$ cat config.mk
export PLATFORM = sky130hd
export DESIGN_NAME = lsu_lq
export DESIGN_NICKNAME = d
export VERILOG_FILES = /design/src/hw/procyon_types_pkg.sv /design/src/hw/procyon_lsu_pkg.sv /design/src/hw/lsu_lq.sv
export SDC_FILE = /design/constraint.sdc
export NUM_CORES = 1
export LEC_CHECK = 0
export BUFFER_PORTS_ARGS = -buffer_cell sky130_fd_sc_hd__clkbuf_2
export CORE_UTILIZATION = 49
export DETAILED_ROUTE_END_ITERATION = 8
export HOLD_SLACK_MARGIN = 0.12
export PLACE_DENSITY = 0.85
export SETUP_SLACK_MARGIN = 0.15
export SYNTH_ARGS = -nofsm -noshare
export SYNTH_HDL_FRONTEND = slang
export SYNTH_SLANG_ARGS = --single-unit
$ cat constraint.sdc
create_clock -name i_clk -period 2.2 [get_ports i_clk]
set_input_delay 0.11 -clock i_clk [delete_from_list [all_inputs] [get_ports i_clk]]
set_output_delay 0.11 -clock i_clk [all_outputs]
set_load 0.02 [all_outputs]
$ cat src/hw/procyon_types_pkg.sv
// Core-wide widths and the data, address, tag and opcode types

package procyon_types_pkg;

    parameter int DATA_WIDTH = 32;
    parameter int ADDR_WIDTH = 32;
    parameter int TAG_WIDTH  = 6;

    typedef logic [DATA_WIDTH-1:0] procyon_data_t;
    typedef logic [ADDR_WIDTH-1:0] procyon_addr_t;
    typedef logic [TAG_WIDTH-1:0]  procyon_tag_t;

    // RV32I major opcodes
    typedef enum logic [6:0] {
        OPCODE_LOAD   = 7'b0000011,
        OPCODE_STORE  = 7'b0100011,
        OPCODE_OPIMM  = 7'b0010011,
        OPCODE_OP     = 7'b0110011,
        OPCODE_LUI    = 7'b0110111,
        OPCODE_AUIPC  = 7'b0010111,
        OPCODE_JAL    = 7'b1101111,
        OPCODE_JALR   = 7'b1100111,
        OPCODE_BRANCH = 7'b1100011
    } procyon_opcode_t;

endpackage
$ cat src/hw/procyon_lsu_pkg.sv
// LSU function encoding, instruction word views and the LSU transfer structs

package procyon_lsu_pkg;

    import procyon_types_pkg::*;

    typedef enum logic [3:0] {
        LSU_FUNC_LB  = 4'b0000,
        LSU_FUNC_LH  = 4'b0001,
        LSU_FUNC_LW  = 4'b0010,
        LSU_FUNC_LBU = 4'b0100,
        LSU_FUNC_LHU = 4'b0101,
        LSU_FUNC_SB  = 4'b1000,
        LSU_FUNC_SH  = 4'b1001,
        LSU_FUNC_SW  = 4'b1010
    } procyon_lsu_func_t;

    // I-format view, used by loads
    typedef struct packed {
        logic [11:0]     imm;
        logic [4:0]      rs1;
        logic [2:0]      funct3;
        logic [4:0]      rd;
        procyon_opcode_t opcode;
    } procyon_insn_i_t;

    // S-format view, immediate split around rs2/rs1
    typedef struct packed {
        logic [6:0]      imm_hi;
        logic [4:0]      rs2;
        logic [4:0]      rs1;
        logic [2:0]      funct3;
        logic [4:0]      imm_lo;
        procyon_opcode_t opcode;
    } procyon_insn_s_t;

    typedef union packed {
        procyon_insn_i_t i;
        procyon_insn_s_t s;
    } procyon_insn_u;

    // Op as it leaves the reservation station
    typedef struct packed {
        procyon_opcode_t opcode;
        procyon_insn_u   insn;
        procyon_data_t   src_a;
        procyon_data_t   src_b;
        procyon_tag_t    tag;
    } lsu_issue_t;

    typedef struct packed {
        procyon_lsu_func_t lsu_func;
        procyon_addr_t     addr;
        procyon_data_t     data;
        procyon_tag_t      tag;
    } lsu_alloc_t;

    typedef struct packed {
        procyon_tag_t  tag;
        procyon_data_t data;
    } lsu_resp_t;

    typedef struct packed {
        procyon_lsu_func_t lsu_func;
        procyon_addr_t     addr;
        procyon_data_t     data;
    } lsu_mem_req_t;

endpackage

$ cat src/hw/lsu_lq.sv
// In-order load queue, each entry tracks how many older stores are
// still waiting to drain before it may read memory

`timescale 1ns/1ps

module lsu_lq
    import procyon_types_pkg::*;
    import procyon_lsu_pkg::*;
#(
    parameter int LQ_DEPTH = 4,
    parameter int SQ_DEPTH = 4
) (
    input  logic                          i_clk,
    input  logic                          i_arst_n,

    // Allocation from decode
    input  lsu_alloc_t                    i_alloc,
    input  logic                          i_alloc_en,
    output logic                          o_ready,

    // Store queue progress
    input  logic [$clog2(SQ_DEPTH+1)-1:0] i_sq_count,
    input  logic                          i_st_done,

    // Load request to memory
    output lsu_mem_req_t                  o_ld_req,
    output procyon_tag_t                  o_ld_tag,
    output logic                          o_ld_valid,
    input  logic                          i_ld_ready
);

    localparam int PTR_W    = (LQ_DEPTH > 1) ? $clog2(LQ_DEPTH) : 1;
    localparam int CNT_W    = $clog2(LQ_DEPTH+1);
    localparam int SQ_CNT_W = $clog2(SQ_DEPTH+1);

    procyon_lsu_func_t   lq_func [LQ_DEPTH];
    procyon_addr_t       lq_addr [LQ_DEPTH];
    procyon_tag_t        lq_tag  [LQ_DEPTH];
    logic [SQ_CNT_W-1:0] lq_wait [LQ_DEPTH];
    logic [PTR_W-1:0]    head;
    logic [PTR_W-1:0]    tail;
    logic [CNT_W-1:0]    count;
    logic                ld_hs;

    assign o_ready    = (count != CNT_W'(LQ_DEPTH));
    assign o_ld_valid = (count != '0) && (lq_wait[head] == '0);
    assign ld_hs      = o_ld_valid & i_ld_ready;

    always_comb begin
        o_ld_req.lsu_func = lq_func[head];
        o_ld_req.addr     = lq_addr[head];
        o_ld_req.data     = '0;
    end

    assign o_ld_tag = lq_tag[head];

    always_ff @(posedge i_clk) begin
        if (i_alloc_en) begin
            lq_func[tail] <= i_alloc.lsu_func;
            lq_addr[tail] <= i_alloc.addr;
            lq_tag[tail]  <= i_alloc.tag;
        end
    end

    always_ff @(posedge i_clk or negedge i_arst_n) begin
        if (!i_arst_n) begin
            head  <= '0;
            tail  <= '0;
            count <= '0;
            for (int i = 0; i < LQ_DEPTH; i++) begin
                lq_wait[i] <= '0;
            end
        end else begin
            // A store draining this cycle is already older than the new load
            for (int i = 0; i < LQ_DEPTH; i++) begin
                if (i_alloc_en && (tail == PTR_W'(i))) begin
                    lq_wait[i] <= i_sq_count - SQ_CNT_W'(i_st_done);
                end else if (i_st_done && (lq_wait[i] != '0)) begin
                    lq_wait[i] <= lq_wait[i] - 1'b1;
                end
            end
            if (i_alloc_en) begin
                tail <= (tail == PTR_W'(LQ_DEPTH-1)) ? '0 : tail + 1'b1;
            end
            if (ld_hs) begin
                head <= (head == PTR_W'(LQ_DEPTH-1)) ? '0 : head + 1'b1;
            end
            case ({i_alloc_en, ld_hs})
                2'b10:   count <= count + 1'b1;
                2'b01:   count <= count - 1'b1;
                default: count <= count;
            endcase
        end
    end

endmodule

==> impl_metrics.prom <==
# TYPE chip_impl_metric gauge
chip_impl_info{name="outcome",value="complete, but fails checks"} 1
chip_impl_info{name="violations_in_the_final_reports",value="negative setup slack"} 1
chip_impl_metric{name="synth_warnings",unit=""} 0
chip_impl_metric{name="num_antenna_cells",unit=""} 0
chip_impl_metric{name="cts_max_level",unit=""} 4
chip_impl_info{name="min_delay_worst_type",value="input port to asynchronous set/reset pin"} 1
chip_impl_metric{name="routed_via_count",unit=""} 3964
chip_impl_metric{name="port_buffers",unit=""} 93
chip_impl_info{name="layout_commonest_cell",value="sky130_fd_sc_hd__edfxtp_1"} 1
chip_impl_metric{name="die-width",unit="um"} 126
chip_impl_metric{name="cts.sink_count",unit=""} 187
chip_impl_metric{name="firstDrtPassIters",unit=""} 4
chip_impl_metric{name="power.density_cell_area",unit="nW/um2"} 1340
chip_impl_metric{name="grt_pass1_vias",unit=""} 4277
chip_impl_metric{name="hpwlAfterDp",unit="um"} 8860
chip_impl_metric{name="final_net_count",unit=""} 654
chip_impl_metric{name="coreArea",unit="um2"} 14800
chip_impl_metric{name="post-route-util",unit="%"} 65.5
chip_impl_metric{name="layout.filler_cells",unit=""} 964
chip_impl_metric{name="drc_violations",unit=""} 0
chip_impl_metric{name="synth_top_area_share",unit="%"} 67.2
chip_impl_metric{name="transition_time_at_the_pin_with_the_least_slew_margin",unit="ns"} 0.543
chip_impl_metric{name="global_route.overflow_total",unit=""} 0
chip_impl_info{name="root_buffer",value="sky130_fd_sc_hd__clkbuf_16"} 1
chip_impl_metric{name="fin_worst_skew",unit="ns"} 0.00885
chip_impl_metric{name="placedCellCount",unit=""} 666
chip_impl_metric{name="layout-drive-gt1-share",unit="%"} 36.5
chip_impl_metric{name="placement_rows",unit=""} 44
chip_impl_info{name="rsz0062_at_grt",value="yes"} 1
chip_impl_metric{name="timing.max_cap.violations",unit=""} 0
chip_impl_metric{name="antenna_left",unit=""} 0
chip_impl_metric{name="timing.slew.headroom",unit="%"} 63.5
chip_impl_metric{name="power.leakage",unit="nW"} 3.63
chip_impl_metric{name="hold_violations",unit=""} 0
chip_impl_metric{name="clock_path_buffers",unit=""} 2
chip_impl_info{name="most-common-layout-cells",value="sky130_fd_sc_hd__edfxtp_1 (168), sky130_fd_sc_hd__clkbuf_2 (62), sky130_fd_sc_hd__dlygate4sd3_1 (45)"} 1
chip_impl_metric{name="clock_latency",unit="ns"} 0.43
chip_impl_info{name="timing_worst_setup_path_type",value="flop to flop"} 1
chip_impl_metric{name="period_share",unit="%"} 105
chip_impl_metric{name="maximum_resistive_drop_on_vdd",unit="mV"} 0.734
chip_impl_metric{name="finalCriticalPeriod",unit="ns"} 2.30
chip_impl_metric{name="cp_max_fo",unit=""} 5
chip_impl_info{name="timing.critical_path.from_type",value="flop"} 1
chip_impl_metric{name="synthToLayoutAreaGrowth",unit="%"} 28.6
chip_impl_metric{name="setup-violations-final",unit=""} 1
chip_impl_metric{name="drt_iter0_markers",unit=""} 248
chip_impl_metric{name="vias_per_cell",unit=""} 5.28
chip_impl_metric{name="ys_ff_latch",unit=""} 187
chip_impl_metric{name="inserted_clock_buffers",unit=""} 17
chip_impl_metric{name="avgRoutedWirePerCell",unit="um"} 19.7
chip_impl_metric{name="grt_antenna_before_repair",unit=""} 0
chip_impl_metric{name="syn_inst",unit=""} 381
chip_impl_info{name="synth.largest_area_cell",value="sky130_fd_sc_hd__edfxtp_1"} 1
chip_impl_metric{name="place_congestion",unit=""} 0.788
chip_impl_metric{name="design_power_total",unit="W"} 0.0130
chip_impl_metric{name="grt_start_max_net_pins",unit=""} 32
chip_impl_metric{name="io_pins",unit=""} 158
chip_impl_metric{name="netlist_area",unit="um2"} 7510
chip_impl_metric{name="arrival",unit="ns"} 2.65
chip_impl_metric{name="count_of_unique_library_cells_instantiated_by_yosys",unit=""} 29
chip_impl_metric{name="seq_area_frac_synth",unit="%"} 73.5
chip_impl_metric{name="die_area",unit="um2"} 15800
chip_impl_metric{name="routed_wl",unit="um"} 14800
chip_impl_metric{name="grt_pass1_wl",unit="um"} 22400
chip_impl_metric{name="grt.total_usage",unit="%"} 19.5
chip_impl_metric{name="fmax",unit="MHz"} 435
chip_impl_metric{name="finish.cell_count_without_fillers",unit=""} 751
chip_impl_metric{name="worst_setup_hold_path_clk_slew",unit="ns"} 0.06
chip_impl_info{name="critPathCaptureType",value="flop"} 1
chip_impl_metric{name="finalMaxSlewViolations",unit=""} 0
chip_impl_info{name="cts_tree",value="built"} 1
chip_impl_metric{name="y_dimension_of_the_die",unit="um"} 126
chip_impl_metric{name="cp_data_required_time",unit="ns"} 2.55
chip_impl_metric{name="synth.avg_cell_area",unit="um2"} 19.7
chip_impl_metric{name="initial_utilization",unit="%"} 50.9
chip_impl_metric{name="layout_setup_ws",unit="ns"} -0.101
chip_impl_info{name="synth_area_leaders",value="sky130_fd_sc_hd__edfxtp_1 (67%), sky130_fd_sc_hd__mux4_2 (13%), sky130_fd_sc_hd__dfrtp_1 (6.3%)"} 1
[kinds of logic after synthesis]
kind of cell | count (synthesis) | synth area share, %
DFF | 187 | 73.5
buffers and inverters | 67 | 5.08
muxes | 45 | 13.0
and+or+nand+nor | 30 | 1.85
AOI/OAI and AO/OA | 26 | 2.58
adders and majority gates | 17 | 2.93
xor gates and xnor gates | 8 | 0.933
other | 1 | 0.0500
[power breakdown]
group / total (W) / leakage (nW) / switching, W / internal, W
combinational: 0.00519 / 1.60 / 0.00269 / 0.00250
sequential: 0.00491 / 1.76 / 0.000288 / 0.00463
clock: 0.00286 / 0.264 / 0.00129 / 0.00156
[registers in the layout, summed over array words and instances, names as in the netlist]
register	cells
tail	2
head	2
lq_addr	128
lq_wait	12
count	3
lq_tag	24
lq_func	16
[cell type report]
| cell class | instances | area, um2 | area share (%) |
|---|---|---|---|
| well taps | 184 | 230 | 2.38 |
| clock inverters | 13 | 118 | 1.22 |
| multi-input cells | 158 | 1770 | 18.3 |
| inverters | 25 | 93.8 | 0.972 |
| repair buffers | 166 | 1490 | 15.5 |
| clock buffers | 18 | 429 | 4.44 |
| flip-flops and latches | 187 | 5530 | 57.2 |
[worst paths after layout]
kind | startpoint | end | slack, ns | depth (start not counted)
setup / recovery | head[0] | count[2] | -0.10 | 9
hold / removal | i_arst_n | lq_wait[6] | 0.18 | 2
setup reg to reg | head[0] | count[2] | -0.10 | 9
hold reg to reg | count[2] | count[2] | 0.51 | 1
max in group asynchronous | i_arst_n | head[0] | 1.65 | 2
min in group i_clk | i_sq_count[1] | lq_wait[4] | 0.20 | 4
[metrics by stage]
stage / hold WS (ns) / TNS (ns) / setup WS (ns) / cell area, um2
floorplan: -0.186 / -0.0189 / -0.0189 / 7630
global placement: 0.0790 / -0.0779 / -0.0779 / 8250
detailed placement: 0.0901 / -0.258 / -0.179 / 8250
CTS: 0.171 / -0.119 / -0.111 / 9370
global route: 0.211 / -0.252 / -0.197 / 9660
finish: 0.180 / -0.101 / -0.101 / 9660
[timing repair]
action,CTS,global route
gates resized for setup,9,92
endpoints found under the setup margin,44,36
setup buffers,3,2
hold buffers,45,0
endpoints found under the hold margin,193,0
gates cloned,2,2
pin swaps,1,0
[synth_stat cells]
master / n
sky130_fd_sc_hd__mux2i_1: 1
sky130_fd_sc_hd__o211ai_1: 7
sky130_fd_sc_hd__a41oi_2: 1
sky130_fd_sc_hd__nor2b_1: 4
sky130_fd_sc_hd__nand2_1: 18
sky130_fd_sc_hd__inv_1: 24
sky130_fd_sc_hd__conb_1: 1
sky130_fd_sc_hd__xnor2_1: 6
sky130_fd_sc_hd__buf_2: 5
sky130_fd_sc_hd__xor2_1: 2
sky130_fd_sc_hd__buf_4: 33
sky130_fd_sc_hd__dfrtp_1: 19
sky130_fd_sc_hd__nor3_1: 1
sky130_fd_sc_hd__nor2_1: 3
sky130_fd_sc_hd__nand3_1: 1
sky130_fd_sc_hd__edfxtp_1: 168
sky130_fd_sc_hd__o21ai_0: 15
sky130_fd_sc_hd__ha_1: 16
sky130_fd_sc_hd__mux2_1: 2
sky130_fd_sc_hd__nor4_1: 1
sky130_fd_sc_hd__a211oi_1: 1
sky130_fd_sc_hd__a311oi_2: 1
sky130_fd_sc_hd__or3_1: 1
sky130_fd_sc_hd__a2111oi_4: 1
sky130_fd_sc_hd__mux4_2: 42
sky130_fd_sc_hd__fa_1: 1
sky130_fd_sc_hd__clkbuf_1: 4
sky130_fd_sc_hd__inv_2: 1
sky130_fd_sc_hd__nor4_2: 1
[layer usage]
layer,up-vias,GRT usage [%],part of all wire [%]
met4,0,9.50,2.7
met5,-,0,0
li1,1780,-,-
met3,26,4.50,4.8
met1,2003,21.4,38
met2,155,35.4,55
[critical path, cell delays in order (launching register included)]
cell and delay, ns:
sky130_fd_sc_hd__dfrtp_4 0.53, sky130_fd_sc_hd__nor4_4 0.27, sky130_fd_sc_hd__a311oi_2 0.10, sky130_fd_sc_hd__a2111oi_4 0.28, sky130_fd_sc_hd__ha_2 0.27, sky130_fd_sc_hd__inv_2 0.04
sky130_fd_sc_hd__fa_2 0.32, sky130_fd_sc_hd__xor2_1 0.15, sky130_fd_sc_hd__nor2_1 0.12, sky130_fd_sc_hd__xor2_1 0.14
(Power assumes the default switching activity.)
