**config.mk**
```make
export PLATFORM = sky130hd
export DESIGN_NAME = lsu_id
export DESIGN_NICKNAME = d
export VERILOG_FILES = /design/src/hw/procyon_types_pkg.sv /design/src/hw/procyon_lsu_pkg.sv /design/src/hw/lsu_id.sv
export SDC_FILE = /design/constraint.sdc
export NUM_CORES = 1
export LEC_CHECK = 0
export BUFFER_PORTS_ARGS = -buffer_cell sky130_fd_sc_hd__buf_2
export CAP_MARGIN = 20
export CORE_ASPECT_RATIO = 1.2
export CORE_MARGIN = 4
export CORE_UTILIZATION = 37
export DETAILED_ROUTE_END_ITERATION = 8
export GPL_ROUTABILITY_DRIVEN = 0
export PLACE_DENSITY = 0.85
export SYNTH_ARGS = -nofsm -noshare
export SYNTH_HDL_FRONTEND = slang
export SYNTH_SLANG_ARGS = --single-unit
```
**constraint.sdc**
```tcl
create_clock -name vclk -period 2.8
set_input_delay 0 -clock vclk [all_inputs]
set_output_delay 0 -clock vclk [all_outputs]
set_load 0.02 [all_outputs]
```
**src/hw/procyon_types_pkg.sv**
```systemverilog
// Core-wide widths and the data, address, tag and opcode types

package procyon_types_pkg;

    parameter int DATA_WIDTH = 32;
    parameter int ADDR_WIDTH = 32;
    parameter int TAG_WIDTH  = 6;

    typedef logic [DATA_WIDTH-1:0] procyon_data_t;
    typedef logic [ADDR_WIDTH-1:0] procyon_addr_t;
    typedef logic [TAG_WIDTH-1:0]  procyon_tag_t;

    // RV32I major opcodes
    typedef enum logic [6:0] {
        OPCODE_LOAD   = 7'b0000011,
        OPCODE_STORE  = 7'b0100011,
        OPCODE_OPIMM  = 7'b0010011,
        OPCODE_OP     = 7'b0110011,
        OPCODE_LUI    = 7'b0110111,
        OPCODE_AUIPC  = 7'b0010111,
        OPCODE_JAL    = 7'b1101111,
        OPCODE_JALR   = 7'b1100111,
        OPCODE_BRANCH = 7'b1100011
    } procyon_opcode_t;

endpackage
```
**src/hw/procyon_lsu_pkg.sv**
```systemverilog
// LSU function encoding, instruction word views and the LSU transfer structs

package procyon_lsu_pkg;

    import procyon_types_pkg::*;

    typedef enum logic [3:0] {
        LSU_FUNC_LB  = 4'b0000,
        LSU_FUNC_LH  = 4'b0001,
        LSU_FUNC_LW  = 4'b0010,
        LSU_FUNC_LBU = 4'b0100,
        LSU_FUNC_LHU = 4'b0101,
        LSU_FUNC_SB  = 4'b1000,
        LSU_FUNC_SH  = 4'b1001,
        LSU_FUNC_SW  = 4'b1010
    } procyon_lsu_func_t;

    // I-format view, used by loads
    typedef struct packed {
        logic [11:0]     imm;
        logic [4:0]      rs1;
        logic [2:0]      funct3;
        logic [4:0]      rd;
        procyon_opcode_t opcode;
    } procyon_insn_i_t;

    // S-format view, immediate split around rs2/rs1
    typedef struct packed {
        logic [6:0]      imm_hi;
        logic [4:0]      rs2;
        logic [4:0]      rs1;
        logic [2:0]      funct3;
        logic [4:0]      imm_lo;
        procyon_opcode_t opcode;
    } procyon_insn_s_t;

    typedef union packed {
        procyon_insn_i_t i;
        procyon_insn_s_t s;
    } procyon_insn_u;

    // Op as it leaves the reservation station
    typedef struct packed {
        procyon_opcode_t opcode;
        procyon_insn_u   insn;
        procyon_data_t   src_a;
        procyon_data_t   src_b;
        procyon_tag_t    tag;
    } lsu_issue_t;

    typedef struct packed {
        procyon_lsu_func_t lsu_func;
        procyon_addr_t     addr;
        procyon_data_t     data;
        procyon_tag_t      tag;
    } lsu_alloc_t;

    typedef struct packed {
        procyon_tag_t  tag;
        procyon_data_t data;
    } lsu_resp_t;

    typedef struct packed {
        procyon_lsu_func_t lsu_func;
        procyon_addr_t     addr;
        procyon_data_t     data;
    } lsu_mem_req_t;

endpackage

```
**src/hw/lsu_id.sv**
```systemverilog
// LSU decode: function decode, immediate generation, address calculation
// and steering of issued ops into the load or store queue

`timescale 1ns/1ps

module lsu_id
    import procyon_types_pkg::*;
    import procyon_lsu_pkg::*;
(
    // Issue port from the reservation station
    input  lsu_issue_t  i_issue,
    input  logic        i_issue_valid,
    output logic        o_issue_ready,

    // Queue space
    input  logic        i_lq_ready,
    input  logic        i_sq_ready,

    // Allocation into the queues
    output lsu_alloc_t  o_alloc,
    output logic        o_lq_en,
    output logic        o_sq_en
);

    procyon_lsu_func_t lsu_func;
    procyon_data_t     imm_i;
    procyon_data_t     imm_s;
    logic              is_store;

    // Anything that is not a store goes down the load path
    assign is_store = (i_issue.opcode == OPCODE_STORE);

    // Both immediates sign-extend from insn[31]
    assign imm_i = {{(DATA_WIDTH-12){i_issue.insn.i.imm[11]}}, i_issue.insn.i.imm};
    assign imm_s = {{(DATA_WIDTH-12){i_issue.insn.s.imm_hi[6]}},
                    i_issue.insn.s.imm_hi, i_issue.insn.s.imm_lo};

    // Function from funct3, reserved codes act as word ops
    always_comb begin
        case (i_issue.insn.i.funct3)
            3'b000:  lsu_func = is_store ? LSU_FUNC_SB : LSU_FUNC_LB;
            3'b001:  lsu_func = is_store ? LSU_FUNC_SH : LSU_FUNC_LH;
            3'b010:  lsu_func = is_store ? LSU_FUNC_SW : LSU_FUNC_LW;
            3'b100:  lsu_func = is_store ? LSU_FUNC_SW : LSU_FUNC_LBU;
            3'b101:  lsu_func = is_store ? LSU_FUNC_SW : LSU_FUNC_LHU;
            default: lsu_func = is_store ? LSU_FUNC_SW : LSU_FUNC_LW;
        endcase
    end

    always_comb begin
        o_alloc.lsu_func = lsu_func;
        o_alloc.addr     = i_issue.src_a + (is_store ? imm_s : imm_i);
        o_alloc.data     = i_issue.src_b;
        o_alloc.tag      = i_issue.tag;
    end

    // Ready follows the queue this op is headed for
    assign o_issue_ready = is_store ? i_sq_ready : i_lq_ready;

    assign o_sq_en = i_issue_valid & is_store & i_sq_ready;
    assign o_lq_en = i_issue_valid & ~is_store & i_lq_ready;

endmodule

```
==> out/summary.txt, run 1 <==
Unrepaired setup endpoints after global routing - true
Setup Total Neg Slack - 0 ps
Area Overhead vs Synth - 25.42%
Die height - 92.85 um
Overall routing resource usage - 16.12%
WL per Instance - 14.98 um
Core ar. - 5743 sq um
Rows - 30
Peak supply drop - 0.0001784 V
Largest delay share family, worst path - compound AO/OA/AOI/OAI gates
Setup violations, final - 0
Initial antenna violation count - 0
Overall Power - 0.8306 mW
Largest net degree at the start of global routing - 15
Port buffer count - 101
Share of cells above drive strength 1 - 41.53%
Grt met3 use - 1.848%
Post-synthesis sequential area ratio - 0%
Area share of the largest cell type after synthesis - 17.47%
Nets - 524
YS warnings - 0
Placed cell area - 2611 sq um
PD cells - 298.3 nW/um^2
Chip width - 78.71 um
# DRC - 0
Setup Crit Path Kind - primary input to output port
Final instance area - 2784 sq um
HPWL Detailed - 5.483 mm
Final period utilization - 98.68%
Synth area leaders - ha_1, buf_4, nand2_1
Vias - 2460
Initial core utilization - 38.65%
DRT iter0 DRCs - 104
Max-cap violations - 0
Min cycle time layout - 2763 ps
Syn Nets - 449
Critical Path Start Type - primary input
CP Data Required Time - 2800 ps
Crit. End Element - output port
Post-route ant nets - 0
Worst Hold Class - primary input to output port
Critical path, cell by cell - buf_6 -> nor4b_4 -> nand4b_1 -> buf_4 -> nand2_2 -> nand2_2 -> ha_4 -> inv_2 -> fa_2 -> nor2b_4 -> o31a_4 -> a21oi_4 -> o31ai_4 -> a41oi_4 -> o21bai_1 -> xor2_1 -> buf_4
Die area - 7307 sq um
Total gr overflow - 0
Fmax - 361.9 MHz
Global-route wire length before repair - 10.17 mm
Count of final hold-check violations - 0
DR vias/cell - 5.371
Gate Count Post-Synth - 305
Crit-path max cell delay - 310 ps
Top-count cell post-synth - nand2_1
Register area - 0 sq um
P_leak - 1.419 nW
Gr busiest metal - met2
Slew Limit Fails - 0
First-pass detailed-route iteration total - 5
Avg Cell Area, Syn - 7.277 sq um
Leading area contributor after synthesis - ha_1
Critical path buffer and inverter count - 4
Ports - 189
Worst Path Max Fanout - 5
GR Util met1 - 18.74%
Vias in the first global route - 2358
Clock Buffer Count - 0
Final WL - 6.861 mm
FF+latch count - 0
Critical path arrival - 2760 ps
Post-synthesis cell type count - 60
Fill cells - 544
Met2 Use GR - 30.52%
Synthesized cell area - 2220 sq um
Inserted Diodes - 0
Worst-Margin Slew - 441.3 ps
Post-synth top cells - nand2_1, buf_4, ha_1
Slowest stage cell on the critical path - a41oi_4
Status - completed
Max transition margin - 69.82%
==> through the flow <==
| stage | util, % | setup slack, ps | hold WS (ps) | cells |
|---|---|---|---|---|
| 2_1_floorplan | - | -5.017 | 82.76 | 305 |
| 3_3_place_gp | 45.47 | -52.63 | 0.1367 | 455 |
| 3_5_place_dp | 45.47 | -139.0 | 0.1367 | 455 |
| 4_1_cts | 46.10 | 14.60 | 0.1367 | 456 |
| 5_1_grt | 48.47 | -121.3 | 0.03173 | 458 |
| 6_report | 48.47 | 36.85 | 0.007171 | 458 |
==> cell usage in the layout, fill, tap and decap left out, types with 9 or more instances in the layout <==
cell type,instances
buf_4,20
inv_1,9
o21ai_0,13
nand2_1,41
a21o_1,10
ha_1,30
nor2_1,12
xnor2_1,15
a21oi_1,26
xor2_1,11
buf_2,93
==> cell type report <==
| type | instances | area, sq um | area share [%] |
|---|---|---|---|
| inverter | 11 | 42.54 | 1.528 |
| multi-input combinational | 251 | 1992 | 71.55 |
| tap | 80 | 100.1 | 3.596 |
| timing repair buffer | 116 | 649.4 | 23.33 |
==> path summary, 6_finish.rpt <==
path | start | slack, ps | depth (start not counted) | to
setup / recovery | i_issue[104] | 40 | 17 | o_alloc[60]
hold / removal | i_issue[19] | 0.007 | 0 | o_alloc[19]
==> per-layer routing <==
metal	routed length [um]	share of wire [%]	up-vias
li1	-	-	1205
met1	2599	38	1118
met2	3675	54	117
met3	461	6.7	20
met4	125	1.8	0
met5	0	0	-
==> power by group <==
group          leakage, nW  total (mW)  internal, mW  switching, mW
sequential               0           0             0              0
combinational         1.42       0.831         0.344          0.487
clock                    0           0             0              0
total                 1.42       0.831         0.344          0.487
==> logic make-up (layout without fill, tap and decap cells) <==
group	Yosys count	in the layout	share of synthesized area, %
simple gates	96	96	22.21
compound gates	93	93	30.84
buf+inv	54	127	16.74
fa+ha+maj	32	32	18.38
xor+xnor	30	30	11.84
==> what timing repair did <==
| item | CTS | global route |
|---|---|---|
| pin swaps | 4 | 7 |
| hold buffers | 0 | 0 |
| endpoints found under the setup margin | 6 | 16 |
| setup buffers | 1 | 2 |
| resized for setup | 4 | 28 |
No activity file was read; power rests on OpenSTA's default activity.
==> inputs of run 2 (changes only) <==
--- a/config.mk
+++ b/config.mk
@@ -5,14 +5,15 @@
 export SDC_FILE = /design/constraint.sdc
 export NUM_CORES = 1
 export LEC_CHECK = 0
+export ABC_AREA = 1
 export BUFFER_PORTS_ARGS = -buffer_cell sky130_fd_sc_hd__buf_2
 export CAP_MARGIN = 20
 export CORE_ASPECT_RATIO = 1.2
 export CORE_MARGIN = 4
-export CORE_UTILIZATION = 37
+export CORE_UTILIZATION = 40
 export DETAILED_ROUTE_END_ITERATION = 8
 export GPL_ROUTABILITY_DRIVEN = 0
-export PLACE_DENSITY = 0.85
+export PLACE_DENSITY = 0.84
 export SYNTH_ARGS = -nofsm -noshare
 export SYNTH_HDL_FRONTEND = slang
 export SYNTH_SLANG_ARGS = --single-unit
==> out/summary.txt, run 2 <==
Status - completed (unchanged)
Rows - 33 (was 30)
Min cycle time layout - 2440 ps (was 2763 ps)
DRT iter0 DRCs - 116 (was 104)
Syn Nets - 719 (was 449)
Initial antenna violation count - 0 (unchanged)
Vias - 3275 (was 2460)
Setup Slack @ Placement - 346.6 ps (was -139.0 ps)
FF+latch count - 0 (unchanged)
HPWL Detailed - 6.980 mm (was 5.483 mm)
Worst-Margin Slew - 418.1 ps (was 441.3 ps)
Register area - 0 sq um (unchanged)
First-pass detailed-route iteration total - 4 (was 5)
Worst Path Max Fanout - 5 (unchanged)
Setup Total Neg Slack - 0 ps (unchanged)
Ports - 189 (unchanged)
Leading area contributor after synthesis - nand2_1 (was ha_1)
Die area - 8456 sq um (was 7307 sq um)
PD cells - 241.6 nW/um^2 (was 298.3 nW/um^2)
Critical Path Start Type - primary input (unchanged)
Peak supply drop - 0.0001124 V (was 0.0001784 V)
Max transition margin - 72.13% (was 69.82%)
Area Overhead vs Synth - 12.03% (was 25.42%)
CP Data Required Time - 2800 ps (about the same)
Post-synth top cells - nand2_1, inv_1, nor2_1 (was nand2_1, buf_4, ha_1)
Worst hold path depth - 0 (unchanged)
Final WL - 7.726 mm (was 6.861 mm)
Overall Power - 0.7626 mW (was 0.8306 mW)
P_leak - 2.273 nW (was 1.419 nW)
Clock Buffer Count - 0 (unchanged)
Synthesized cell area - 2818 sq um (was 2220 sq um)
Avg Cell Area, Syn - 4.900 sq um (was 7.277 sq um)
Dpl cells - 726 (was 455)
Placed cell area - 3157 sq um (was 2611 sq um)
YS warnings - 0 (unchanged)
Post-CTS setup buffers - 0 (was 1)
Layout Cells excl Fill - 726 (was 458)
Crit. End Element - output port (unchanged)
Largest net degree at the start of global routing - 22 (was 15)
Worst Hold Class - primary input to output port (unchanged)
Fmax - 409.8 MHz (was 361.9 MHz)
Post-route ant nets - 0 (unchanged)
Vias in the first global route - 3089 (was 2358)
Slew Limit Fails - 0 (unchanged)
Synth area leaders - nand2_1, inv_1, ha_1 (was ha_1, buf_4, nand2_1)
Gate Count Post-Synth - 575 (was 305)
Die height - 99.94 um (was 92.85 um)
Final worst slack - 359.8 ps (was 36.85 ps)
Area share of the largest cell type after synthesis - 32.77% (was 17.47%)
Most frequent cells in the layout - nand2_1, inv_1, buf_2 (was buf_2, nand2_1, ha_1)
Post-synthesis cell type count - 23 (was 60)
Nets - 785 (was 524)
Cts hold-fix bufs - 0 (unchanged)
Critical path arrival - 2440 ps (was 2760 ps)
Top-count cell post-synth - nand2_1 (unchanged)
Final instance area - 3157 sq um (was 2784 sq um)
Worst Hold End - o_alloc[23] (was o_alloc[19])
# DRC - 0 (unchanged)
Chip width - 84.62 um (was 78.71 um)
Post-cts gate resize count - 0 (was 4)
Max-cap violations - 0 (unchanged)
DR vias/cell - 4.511 (was 5.371)
Final period utilization - 87.15% (was 98.68%)
Count of final hold-check violations - 0 (unchanged)
Inserted Diodes - 0 (unchanged)
Port buffer count - 101 (unchanged)
Initial core utilization - 41.11% (was 38.65%)
Overall routing resource usage - 17.88% (was 16.12%)
Unrepaired setup endpoints after global routing - false (was true)
Hold Startpoint - i_issue[23] (was i_issue[19])
Commonest non-fill, non-tap cell in the layout - nand2_1 (was buf_2)
Share of cells above drive strength 1 - 18.31% (was 41.53%)
Global-route wire length before repair - 12.99 mm (was 10.17 mm)
WL per Instance - 10.64 um (was 14.98 um)
Setup Crit Path Kind - primary input to output port (unchanged)
Post-synthesis sequential area ratio - 0% (unchanged)
Total gr overflow - 0 (unchanged)
Setup violations, final - 0 (unchanged)
Core ar. - 6854 sq um (was 5743 sq um)
[run 2: cells by family after synthesis]
logic type                 after synthesis  share of synthesized area [%]
and+or+nand+nor                        335                          48.22
buffers and inverters                  165                          27.09
adders and majority gates               32                          14.48
AOI/OAI and AO/OA                       28                          5.551
xor gates and xnor gates                15                          4.663
[run 2: worst max path at each step]
stage	from	endpoint	slack, ps	cells past startpoint
floorplan	i_issue[104]	o_alloc[50]	490	15
global placement	i_issue[104]	o_alloc[50]	360	16
detailed placement	i_issue[104]	o_alloc[50]	350	16
CTS	i_issue[104]	o_alloc[50]	340	16
global route	i_issue[104]	o_alloc[66]	0.08	19
finish	i_issue[104]	o_alloc[50]	360	16
[run 2: where the power goes]
group	total [mW]	switching, mW	leakage [nW]	internal [mW]
Clock	0	0	0	0
Combinational	0.763	0.492	2.27	0.270
Sequential	0	0	0	0
[run 2: layout make-up]
cell class,instances,area [sq um]
tap,87,108.9
multi-input combinational,410,2054
timing repair buffer,103,520.5
fill,777,3697
inverter,126,473.0
[run 2: per-stage QoR]
step	hold slack, ps	util (%)
finish	0.008826	46.06
global route	0.02926	46.06
CTS	0.1367	46.06
detailed placement	0.1367	46.06
global placement	0.1367	46.06
floorplan	83.06	-
[run 2: metal layers]
metal,track usage [%],part of all wire [%]
met1,20.18,41
met2,35.14,48
met3,2.299,8.6
met4,4.019,2.5
met5,0,0
[run 2: critical path: stages]
cell and delay, ps:
buf_2 100, nor4b_1 280, nand2_1 170, inv_1 100, nand2_1 60, nand2_1 60, ha_1 180, inv_1 70
fa_1 390, inv_1 110, nand3_1 70, nand3_1 130, nand3_1 80, nand3_1 190, xor2_1 240, buf_2 210
