==> src/hw/procyon_types_pkg.sv <==
// Core-wide widths and the data, address, tag and opcode types

package procyon_types_pkg;

    parameter int DATA_WIDTH = 32;
    parameter int ADDR_WIDTH = 32;
    parameter int TAG_WIDTH  = 6;

    typedef logic [DATA_WIDTH-1:0] procyon_data_t;
    typedef logic [ADDR_WIDTH-1:0] procyon_addr_t;
    typedef logic [TAG_WIDTH-1:0]  procyon_tag_t;

    // RV32I major opcodes
    typedef enum logic [6:0] {
        OPCODE_LOAD   = 7'b0000011,
        OPCODE_STORE  = 7'b0100011,
        OPCODE_OPIMM  = 7'b0010011,
        OPCODE_OP     = 7'b0110011,
        OPCODE_LUI    = 7'b0110111,
        OPCODE_AUIPC  = 7'b0010111,
        OPCODE_JAL    = 7'b1101111,
        OPCODE_JALR   = 7'b1100111,
        OPCODE_BRANCH = 7'b1100011
    } procyon_opcode_t;

endpackage
==> src/hw/procyon_lsu_pkg.sv <==
// LSU function encoding, instruction word views and the LSU transfer structs

package procyon_lsu_pkg;

    import procyon_types_pkg::*;

    typedef enum logic [3:0] {
        LSU_FUNC_LB  = 4'b0000,
        LSU_FUNC_LH  = 4'b0001,
        LSU_FUNC_LW  = 4'b0010,
        LSU_FUNC_LBU = 4'b0100,
        LSU_FUNC_LHU = 4'b0101,
        LSU_FUNC_SB  = 4'b1000,
        LSU_FUNC_SH  = 4'b1001,
        LSU_FUNC_SW  = 4'b1010
    } procyon_lsu_func_t;

    // I-format view, used by loads
    typedef struct packed {
        logic [11:0]     imm;
        logic [4:0]      rs1;
        logic [2:0]      funct3;
        logic [4:0]      rd;
        procyon_opcode_t opcode;
    } procyon_insn_i_t;

    // S-format view, immediate split around rs2/rs1
    typedef struct packed {
        logic [6:0]      imm_hi;
        logic [4:0]      rs2;
        logic [4:0]      rs1;
        logic [2:0]      funct3;
        logic [4:0]      imm_lo;
        procyon_opcode_t opcode;
    } procyon_insn_s_t;

    typedef union packed {
        procyon_insn_i_t i;
        procyon_insn_s_t s;
    } procyon_insn_u;

    // Op as it leaves the reservation station
    typedef struct packed {
        procyon_opcode_t opcode;
        procyon_insn_u   insn;
        procyon_data_t   src_a;
        procyon_data_t   src_b;
        procyon_tag_t    tag;
    } lsu_issue_t;

    typedef struct packed {
        procyon_lsu_func_t lsu_func;
        procyon_addr_t     addr;
        procyon_data_t     data;
        procyon_tag_t      tag;
    } lsu_alloc_t;

    typedef struct packed {
        procyon_tag_t  tag;
        procyon_data_t data;
    } lsu_resp_t;

    typedef struct packed {
        procyon_lsu_func_t lsu_func;
        procyon_addr_t     addr;
        procyon_data_t     data;
    } lsu_mem_req_t;

endpackage

==> src/hw/lsu_sq.sv <==
// In-order store queue draining its head store into data memory

`timescale 1ns/1ps

module lsu_sq
    import procyon_lsu_pkg::*;
#(
    parameter int SQ_DEPTH = 4
) (
    input  logic                          i_clk,
    input  logic                          i_arst_n,

    // Allocation from decode
    input  lsu_alloc_t                    i_alloc,
    input  logic                          i_alloc_en,
    output logic                          o_ready,

    // Occupancy, sampled by the load queue at allocation
    output logic [$clog2(SQ_DEPTH+1)-1:0] o_sq_count,

    // Store request to memory
    output lsu_mem_req_t                  o_st_req,
    output logic                          o_st_valid,
    input  logic                          i_st_ready,
    output logic                          o_st_done
);

    localparam int PTR_W = (SQ_DEPTH > 1) ? $clog2(SQ_DEPTH) : 1;
    localparam int CNT_W = $clog2(SQ_DEPTH+1);

    lsu_mem_req_t     sq_entry [SQ_DEPTH];
    logic [PTR_W-1:0] head;
    logic [PTR_W-1:0] tail;
    logic [CNT_W-1:0] count;

    assign o_ready    = (count != CNT_W'(SQ_DEPTH));
    assign o_sq_count = count;
    assign o_st_valid = (count != '0);
    assign o_st_req   = sq_entry[head];
    assign o_st_done  = o_st_valid & i_st_ready;

    // The tag is dropped here, stores never answer
    always_ff @(posedge i_clk) begin
        if (i_alloc_en) begin
            sq_entry[tail].lsu_func <= i_alloc.lsu_func;
            sq_entry[tail].addr     <= i_alloc.addr;
            sq_entry[tail].data     <= i_alloc.data;
        end
    end

    always_ff @(posedge i_clk or negedge i_arst_n) begin
        if (!i_arst_n) begin
            head  <= '0;
            tail  <= '0;
            count <= '0;
        end else begin
            if (i_alloc_en) begin
                tail <= (tail == PTR_W'(SQ_DEPTH-1)) ? '0 : tail + 1'b1;
            end
            if (o_st_done) begin
                head <= (head == PTR_W'(SQ_DEPTH-1)) ? '0 : head + 1'b1;
            end
            case ({i_alloc_en, o_st_done})
                2'b10:   count <= count + 1'b1;
                2'b01:   count <= count - 1'b1;
                default: count <= count;
            endcase
        end
    end

endmodule

==> config.mk <==
export PLATFORM = sky130hd
export DESIGN_NAME = lsu_sq
export DESIGN_NICKNAME = d
export VERILOG_FILES = /design/src/hw/procyon_types_pkg.sv /design/src/hw/procyon_lsu_pkg.sv /design/src/hw/lsu_sq.sv
export SDC_FILE = /design/constraint.sdc
export NUM_CORES = 1
export LEC_CHECK = 0
export ABC_AREA = 1
export BUFFER_PORTS_ARGS = -buffer_cell sky130_fd_sc_hd__buf_2
export CAP_MARGIN = 20
export CORE_AREA = 5 5 199 153
export DETAILED_ROUTE_END_ITERATION = 8
export DIE_AREA = 0 0 204 158
export HOLD_SLACK_MARGIN = 0.15
export PLACE_DENSITY = 0.56
export SYNTH_ARGS = -nofsm -noshare
export SYNTH_HDL_FRONTEND = slang
export SYNTH_SLANG_ARGS = --single-unit
==> constraint.sdc <==
create_clock -name i_clk -period 2.95 [get_ports i_clk]
set_clock_uncertainty 0.1 [all_clocks]
set_input_delay 0.59 -clock i_clk [delete_from_list [all_inputs] [get_ports i_clk]]
set_output_delay 0.59 -clock i_clk [all_outputs]
set_load 0.02 [all_outputs]
==> key figures, run 1 <==
Status
  – Status: complete, no violations

Die
  – Die area: 0.0322 mm2
  – Row count: 54
  – Initial Util: 39.2%
  – Die height: 158 um
  – CORE AREA: approximately 0.028 mm2
  – Ports: roughly 150
  – DIE WIDTH: 204 um

Finish
  – Area growth, synth to finish: 21.1%
  – Multi-input logic area: approximately 0.0020 mm2
  – Layout cells sized above 1: 19.6%
  – Nets: 1108
  – Fillers: 2558
  – Finished Layout Cells: 1438
  – Register area: 0.00835 mm2

Timing
  – Setup TNS: 0 ns
  – Final setup violation count: 0
  – Period Utilization, post-route: 89.8%
  – Rel. slew slack: 68.3%
  – WHS: 0.180 ns
  – Max Slew Vio Count: 0
  – Peak Freq: 0.377 GHz
  – Unrepaired setup endpoints after global routing: false
  – Slew @ Worst Pin: 0.475 ns
  – Count of final hold-check violations: 0
  – Min Clock Period, post-route: 2.65 ns

Place
  – DP Wirelength: 12800 um
  – Buffers on Ports: roughly 150
  – Placed Cells: 1357
  – GP Congestion: between 0.7 and 0.8

Detailed routing
  – Post-DRT Antenna Nets: 0
  – WL per Instance: 15.6 um
  – Drt initial violations: between 300 and 400
  – Routed wl met2: 10400 um
  – Post-Route WL: ~22000 um
  – Routed length on met3: 1270 um
  – WL met1: 10300 um
  – Top Layer Used: met5
  – DR pass1 iterations: 5
  – Drt drc: 0
  – Via Count: 6558
  – DR vias/cell: 4.56

Critical path
  – Worst-path fanout max: 21
  – Critical path buffers and inverters: 2
  – CP top delay family: flip-flops
  – CP peak stage delay: around 0.65 ns
  – Worst Setup End Kind: output pin
  – CP Class: reg -> out
  – Most used cell, CP: nand2_1
  – Critical Path Slowest Stage Cell: dfrtp_4
  – Worst EP required: 2.26 ns
  – Crit path launch type: flip-flop
  – Worst path cell trace: buf_4 -> nand2_1 -> o211ai_1 -> nand2_1 -> buf_2
  – Worst Path Arrival: 1.96 ns

Clock tree
  – CTS buffer count: 28
  – CTS clk-pin slew, worst paths: approximately 0.060 ns
  – H-tree depth: 1
  – Clk_lat worst skew: 0.53 ns
  – CTS tree: done
  – CTS Root Cell: clkbuf_16
  – CTS max path bufs: 3
  – Sink Count: 279

Power
  – Leak: 5.36 nW
  – Worst vdd rail ir drop: 0.000587 V
  – P per Cell Area: between 900 and 1000 mW/mm2

Yosys
  – Synth Flop Type: edfxtp_1
  – Ys Warns: 0
  – Register area share after synthesis: 74.8%
  – Synth Register Bits: 279
  – Yosys top cell area share: 73.2%
  – Syn_area_per_cell: 13.1 um2
  – Most numerous cell in the Yosys netlist: edfxtp_1
  – Post-synth EDFFs: 272
  – Synth area leaders: edfxtp_1 73%, o211ai_1 9.1%, nand2_1 7.4%, inv_1 5.0%, buf_2 1.6%
  – Most common library cells after synthesis: 272 x edfxtp_1, 220 x nand2_1, 150 x inv_1, 136 x o211ai_1, 35 x buf_2
  – Syn Inst Count: 851
  – Post-synth ARST share: 2.51%
  – Post-synthesis cell type count: 17
  – Netlist Area Pre-Place: 0.0112 mm2
  – Synthesized Nets: approximately 940
  – Biggest area consumer among synthesized cells: edfxtp_1

GRT
  – Vias in the first global route: about 6400
  – Gr usage total: 13.9%
  – Largest net degree at the start of global routing: 71
  – First-pass GRT wire length: 35500 um
  – Congestion Overflow GR: 0
  – Initial antenna violation count: 2

Hold path
  – HP Class: in -> reg

Run
  – Number of max-cap violations: 0
[cell families (layout without fill, tap and decap cells)]
kind of cell    Yosys count  after routing  synth area share (%)
fa+ha+maj                 7              7                 0.852
other cells               0              1                     0
compound gates          139            139                  9.28
buf+inv                 197            391                  7.29
xor+xnor                  1              1                0.0785
flops                   279            279                  74.8
simple gates            228            228                  7.75
[metrics by stage]
stage	utilization, %	setup WS (ns)	area, um2	power (mW)
floorplan	-	0.206	11200	8.56
global placement	43.5	0.710	12400	10.1
detailed placement	43.5	0.701	12400	10.2
CTS	47.4	0.120	13500	13.6
global route	47.5	0.131	13500	14.3
finish	47.5	0.301	13500	13.3
[layout make-up]
| class | count | share of cell area [%] |
|---|---|---|
| Antenna cell | 1 | 0.0185 |
| Clock buffer | 41 | 5.78 |
| Clock inverter | 11 | 0.593 |
| Inverter | 151 | 4.23 |
| Multi-Input combinational cell | 375 | 14.8 |
| Sequential cell | 279 | 61.8 |
| Tap cell | 392 | 3.63 |
| Timing Repair Buffer | 188 | 9.15 |
[power breakdown]
| group | internal, mW | total, mW | switching, mW |
|---|---|---|---|
| clock network | 1.91 | 3.31 | 1.39 |
| logic | 1.50 | 4.73 | 3.23 |
| registers | 5.09 | 5.30 | 0.218 |
[layout by cell type (no fill, tap or decap)]
master | netlist | layout
buf_12 | 0 | 9
buf_2 | 35 | 145
buf_4 | 4 | 6
buf_8 | 0 | 1
bufinv_16 | 0 | 1
clkbuf_1 | 5 | 11
clkbuf_16 | 0 | 29
clkbuf_8 | 0 | 1
clkinv_1 | 0 | 4
clkinv_2 | 0 | 8
clkinvlp_4 | 0 | 2
dfrtp_1 | 7 | 5
dfrtp_2 | 0 | 1
dfrtp_4 | 0 | 1
diode_2 | 0 | 1
dlygate4sd3_1 | 0 | 27
edfxtp_1 | 272 | 272
fa_1 | 1 | 1
ha_1 | 6 | 6
inv_1 | 150 | 146
inv_2 | 1 | 1
nand2_1 | 220 | 220
nand3_1 | 5 | 5
nand4_1 | 1 | 1
nor2_1 | 2 | 2
o211ai_1 | 136 | 136
o21ai_0 | 3 | 3
xnor2_1 | 1 | 1
[per-layer routing]
metal / track usage (%) / vias to the layer above
met4: 3.09 / 2
li1: - / 3299
met1: 19.1 / 3086
met5: 0 / -
met2: 23.1 / 131
met3: 2.91 / 40
[what timing repair did]
action                     4_1_cts  5_1_grt
buffers inserted                 0        1
gates resized for setup          0        0
hold buffers                    27        0
hold endpoints to repair        98        0
setup endpoints to repair        0        1
[worst paths after layout]
check	from	endpoint	slack (ns)	cells past startpoint
max in group asynchronous	i_arst_n	head[0]	2.22	2
max reg2reg	o_sq_count[0]	o_sq_count[2]	1.05	11
max	head[0]	o_st_req[34]	0.30	5
min	i_alloc[64]	sq_entry[0][58]	0.18	1
min in group asynchronous	i_arst_n	tail[0]	0.33	2
min reg2reg	o_sq_count[0]	o_sq_count[0]	0.40	1
[sequential cells by signal (all words and copies together), names as in the netlist]
signal	flops
head	2
tail	2
sq_entry	272
o_sq_count	3
(Power assumes the default switching activity.)
==> inputs of run 2 (changes only) <==
--- a/config.mk
+++ b/config.mk
@@ -8,9 +8,9 @@
 export ABC_AREA = 1
 export BUFFER_PORTS_ARGS = -buffer_cell sky130_fd_sc_hd__buf_2
 export CAP_MARGIN = 20
-export CORE_AREA = 5 5 199 153
+export CORE_AREA = 2 2 196 150
 export DETAILED_ROUTE_END_ITERATION = 8
-export DIE_AREA = 0 0 204 158
+export DIE_AREA = 0 0 198 152
 export HOLD_SLACK_MARGIN = 0.15
 export PLACE_DENSITY = 0.56
 export SYNTH_ARGS = -nofsm -noshare
==> run 2 against run 1 <==
Via count up 0.35%. Non-clock buffer count grew 9. Sequential share of layout area decreased by 0.27 points. Clock-buffer cell count fell by 6. Register-to-register slack worse by 0.03 ns. Global-route usage increased by 0.53 points. Critical endpoint is now o_st_req[13]. Largest cell class unchanged. Largest power group unchanged.
==> key figures, run 2 (synthesis gave the netlist of run 1 again) <==
Die
  – Ports: 152
  – Die height: 152 um
  – CORE AREA: 0.0284 mm2
  – Die area: 0.0301 mm2
  – Row count: 54
  – DIE WIDTH: 198 um
  – Initial Util: between 30% and 40%

Clock tree
  – Clk_lat worst skew: 0.53 ns
  – Sink Count: 279
  – CTS max path bufs: 3
  – PostCTS Resize Cnt: 0
  – CTS buffer count: 28
  – H-tree depth: 1
  – CTS clk-pin slew, worst paths: roughly 0.06 ns
  – CTS tree: done
  – CTS Root Cell: clkbuf_16

GRT
  – First-pass GRT wire length: 34000 um
  – Congestion Overflow GR: 0
  – Initial antenna violation count: 1
  – Met2 global-route usage: roughly 24%
  – Gr busiest metal: met2
  – Met3 Track Usage GR: 4.46%
  – GR Layer Usage met1: 18.7%
  – Gr usage total: 14.4%
  – Vias in the first global route: 6399
  – Largest net degree at the start of global routing: 73

Finish
  – Nets: 1117
  – Max FFs per register: 272
  – Core Util, Final: between 40% and 50%
  – Layout cells sized above 1: about a fifth
  – Reg with most FFs: sq_entry
  – Area growth, synth to finish: 21.6%
  – Commonest non-fill, non-tap cell in the layout: edfxtp_1
  – Finished Layout Cells: 1444
  – Finished Cell Area: 0.0136 mm2
  – Antenna Cells: 0
  – Most frequent cells in the layout: 272 x edfxtp_1, 220 x nand2_1, 146 x inv_1

Place
  – Post-Place Cell Area: 0.0124 mm2
  – Buffers on Ports: 145
  – Placed Cells: between 1000 and 1500
  – GP Congestion: 0.737
  – DP Wirelength: 12500 um

Timing
  – Min Clock Period, post-route: between 2 and 3 ns
  – Setup TNS: 0 ns
  – Max Slew Vio Count: 0
  – Period Utilization, post-route: 93.1%
  – WHS: 0.176 ns
  – Rel. slew slack: around 63%
  – Peak Freq: 0.364 GHz
  – Count of final hold-check violations: 0
  – Final setup violation count: 0
  – Slew @ Worst Pin: 0.554 ns
  – Unrepaired setup endpoints after global routing: false

Critical path
  – Worst EP required: 2.26 ns
  – Worst-path fanout max: 72
  – Most used cell, CP: nand2_1
  – Crit path launch type: flip-flop
  – CP top delay family: flip-flops
  – Worst Path Arrival: 2.06 ns
  – Reg-to-reg startpoint: o_sq_count[0]
  – Reg2reg end: o_sq_count[2]
  – Critical path buffers and inverters: 2
  – Worst path cell trace: buf_12 -> nand2_1 -> o211ai_1 -> nand2_1 -> buf_2
  – R2R depth: 11
  – R2R Setup Slk: 1.02 ns
  – Critical Path Slowest Stage Cell: dfrtp_4
  – CP peak stage delay: 0.70 ns
  – Worst Setup End Kind: output pin
  – CP Class: reg -> out

Hold path
  – WHS Path Cells: 1
  – Hold Path Origin: i_alloc[66]
  – Hold endpoint: sq_entry[1][60]
  – HP Class: in -> reg

Detailed routing
  – Drt initial violations: 261
  – Post-Route WL: 21600 um
  – DR pass1 iterations: 5
  – DR vias/cell: 4.56
  – WL per Instance: ~15 um
  – Via Count: ~6600
  – Post-DRT Antenna Nets: 0
  – Drt drc: 0

Power
  – P per Cell Area: 977 mW/mm2
  – Worst vdd rail ir drop: 0.000663 V
  – Leak: roughly 5.4 nW

Status
  – Status: complete, no violations

Run
  – Number of max-cap violations: 0
-- run 2: cell count changes in the layout (fill, tap and decap cells not counted), sizes merged --
cell | before | now
clkbuf | 41 | 35
clkinv | 12 | 17
clkinvlp | 2 | 1
diode | 1 | 0
dlygate4sd3 | 27 | 36
-- run 2: timing repair --
| action | 4_1_cts | 5_1_grt |
|---|---|---|
| buffers inserted | 0 | 0 |
| hold buffers | 36 | 0 |
| hold endpoints to repair | 142 | 0 |
-- run 2: metrics by stage --
stage	setup WS [ns]	total power, mW
finish	0.204	13.3
floorplan	0.206	8.56
CTS	0.135	13.5
detailed placement	0.723	10.2
global placement	0.739	10.1
global route	0.0177	14.1
-- run 2: where the power goes --
group | internal, mW | switching (mW)
sequential | 5.08 | 0.225
combinational | 1.49 | 3.20
clock | 1.87 | 1.39
total | 8.44 | 4.82
-- run 2: worst max-delay path by stage --
stage          slack, ns       start  depth (start not counted)        endpoint
4_1_cts             0.14     head[0]                          5    o_st_req[52]
3_3_place_gp        0.74     head[0]                          5    o_st_req[63]
6_report            0.20     head[0]                          5    o_st_req[13]
3_5_place_dp        0.72     head[0]                          5    o_st_req[52]
2_1_floorplan       0.21  i_alloc_en                          3  sq_entry[2][0]
5_1_grt             0.02     head[0]                          5    o_st_req[52]
-- run 2: worst register-to-register path, cell delays in order, from the launching register on --
cell and delay [ns]:
dfrtp_1 0.38, inv_1 0.10, nand3_1 0.16, nand2_1 0.12, inv_1 0.08, ha_1 0.16
inv_1 0.07, fa_1 0.38, nand2_1 0.10, nand3_1 0.08, nand2_1 0.06, nand2_1 0.04
-- run 2: final cells by class --
class / instances / area, um2
Multi-Input combinational cell: 375 / 2000
Timing Repair Buffer: 197 / 1320
Tap cell: 392 / 490
Inverter: 151 / 572
Clock buffer: 35 / 748
Sequential cell: 279 / 8350
Clock inverter: 15 / 92.6
Fill cell: 2519 / 14900
-- run 2: per-layer routing --
| metal | vias to the layer above | part of all wire [%] |
|---|---|---|
| li1 | 3315 | - |
| met1 | 3080 | 46 |
| met2 | 149 | 46 |
| met3 | 37 | 6.5 |
| met4 | 0 | 1.7 |
| met5 | - | 0 |
==> inputs of run 3 (changes only) <==
--- a/config.mk
+++ b/config.mk
@@ -8,11 +8,11 @@
 export ABC_AREA = 1
 export BUFFER_PORTS_ARGS = -buffer_cell sky130_fd_sc_hd__buf_2
 export CAP_MARGIN = 20
-export CORE_AREA = 2 2 196 150
+export CORE_AREA = 2 2 168 129
 export DETAILED_ROUTE_END_ITERATION = 8
-export DIE_AREA = 0 0 198 152
+export DIE_AREA = 0 0 170 131
 export HOLD_SLACK_MARGIN = 0.15
-export PLACE_DENSITY = 0.56
+export PLACE_DENSITY = 0.76
 export SYNTH_ARGS = -nofsm -noshare
 export SYNTH_HDL_FRONTEND = slang
 export SYNTH_SLANG_ARGS = --single-unit
==> run 3 against run 2 <==
Global-route usage is 3.8 points higher. Wire length fell by 4.9%. Clock power up 15%. Setup slack better by 0.012 ns. Hold slack improved by 0.0043 ns. Final cell count fell by 11%. Highest routed layer is now met5. Largest cell class unchanged. Register-to-register slack worse by 0.02 ns.
==> key figures, run 3 (synthesis gave the netlist of run 1 again) <==
Status
  – Status: complete, no violations

Detailed routing
  – WL per Instance: 16.0 um
  – Post-Route WL: ~21000 um
  – Drt initial violations: 362
  – Drt drc: 0
  – DR pass1 iterations: 5
  – Post-DRT Antenna Nets: 0
  – DR vias/cell: 5.10
  – Via Count: 6539

Critical path
  – CP Class: reg -> out
  – Worst Setup End Kind: output pin
  – Worst Path Arrival: 2.04 ns
  – Worst EP required: ~2.3 ns
  – Worst-path fanout max: 100
  – Crit path launch type: flip-flop

Hold path
  – HP Class: in -> reg

Clock tree
  – Sink Count: 279
  – Clk_lat worst skew: ~0.52 ns
  – H-tree depth: 1
  – CTS tree: done
  – CTS buffer count: 27
  – CTS Root Cell: clkbuf_16
  – CTS clk-pin slew, worst paths: approximately 0.060 ns
  – CTS max path bufs: 3

Timing
  – Setup ws final: roughly 0.22 ns
  – Setup TNS: 0 ns
  – Rel. slew slack: 55.8%
  – Period Utilization, post-route: 92.7%
  – Unrepaired setup endpoints after global routing: false
  – Count of final hold-check violations: 0
  – Min Clock Period, post-route: 2.73 ns
  – Max Slew Vio Count: 0
  – Final setup violation count: 0
  – Slew @ Worst Pin: 0.663 ns
  – Peak Freq: ~0.37 GHz

GRT
  – Vias in the first global route: between 6000 and 7000
  – Initial antenna violation count: 4
  – Congestion Overflow GR: 0
  – First-pass GRT wire length: 31000 um
  – Gr usage total: a little under a fifth
  – Largest net degree at the start of global routing: 101

Place
  – DP Wirelength: about 12000 um
  – Post-Place Cell Area: 0.0122 mm2
  – GP Congestion: 0.724
  – Placed Cells: about 1200
  – Buffers on Ports: 145
  – Pre-CTS setup slack: 0.628 ns

Finish
  – Reg with most FFs: sq_entry
  – Finished Layout Cells: 1283
  – Most frequent cells in the layout: 272 x edfxtp_1, 220 x nand2_1, 146 x inv_1
  – Finished Cell Area: between 0.01 and 0.015 mm2
  – Area growth, synth to finish: 18.2%
  – Commonest non-fill, non-tap cell in the layout: edfxtp_1
  – Layout cells sized above 1: 20.6%
  – Max FFs per register: between 200 and 300
  – Nets: 1082

Die
  – Row count: 46
  – CORE AREA: about 0.021 mm2
  – Die area: 0.0223 mm2
  – DIE WIDTH: 170 um
  – Die height: about 130 um
  – Initial Util: about 54%
  – Ports: between 150 and 200

Power
  – Worst vdd rail ir drop: 0.000529 V
  – Leak: 5.30 nW
  – Pwr Total: 13.7 mW
  – P per Cell Area: 1040 mW/mm2

Run
  – Number of max-cap violations: 0
[run 3: final timing paths]
kind / slack [ns] / from / depth (start not counted) / end
setup / recovery: 0.22 / head[0] / 5 / o_st_req[30]
hold / removal: 0.18 / i_alloc[33] / 1 / sq_entry[3][27]
setup reg to reg: 1.00 / o_sq_count[0] / 11 / o_sq_count[2]
hold reg to reg: 0.41 / o_sq_count[0] / 1 / o_sq_count[0]
max in group asynchronous: 2.22 / i_arst_n / 2 / head[0]
min in group asynchronous: 0.34 / i_arst_n / 2 / tail[1]
[run 3: critical path: stages, from the launching register on]
cell and delay [ns]:
dfrtp_4 0.62, buf_12 0.34, nand2_1 0.12, o211ai_1 0.11
nand2_1 0.09, buf_2 0.16
[run 3: power by group]
| group | leakage, nW | switching (mW) | internal, mW |
|---|---|---|---|
| registers | 2.58 | 0.213 | 5.09 |
| logic | 2.25 | 3.19 | 1.44 |
| clock network | 0.466 | 1.37 | 2.37 |
| total | 5.30 | 4.78 | 8.90 |
[run 3: timing repair]
item | in CTS | in global routing
resized for setup | 0 | 0
endpoints found under the hold margin | 7 | 0
hold buffers | 1 | 0
buffers inserted | 0 | 1
endpoints found under the setup margin | 0 | 25
[run 3: metrics by stage]
stage	hold slack (ns)	utilization [%]
3_3_place_gp	0.343	58.8
2_1_floorplan	0.194	-
5_1_grt	0.169	63.6
6_report	0.181	63.7
4_1_cts	0.161	63.6
3_5_place_dp	0.340	58.8
[run 3: cell type report]
| class | instances | area (um2) |
|---|---|---|
| sequential | 279 | 8350 |
| fill | 1485 | 7530 |
| inverter | 151 | 572 |
| clock buffer | 31 | 691 |
| timing repair buffer | 163 | 946 |
| tap | 264 | 330 |
| multi-input combinational | 375 | 2000 |
| antenna | 3 | 7.51 |
| clock inverter | 17 | 292 |
[run 3: layer usage]
layer  part of all wire [%]  routed length (um)  GRT usage [%]  vias to the layer above
li1                       -                   -              -                     3244
met4                    2.0                 412           4.68                        2
met3                    8.1                1660           5.63                       34
met5                  0.054                  11              0                        -
met1                     41                8460           22.0                     3100
met2                     49                9980           32.3                      159
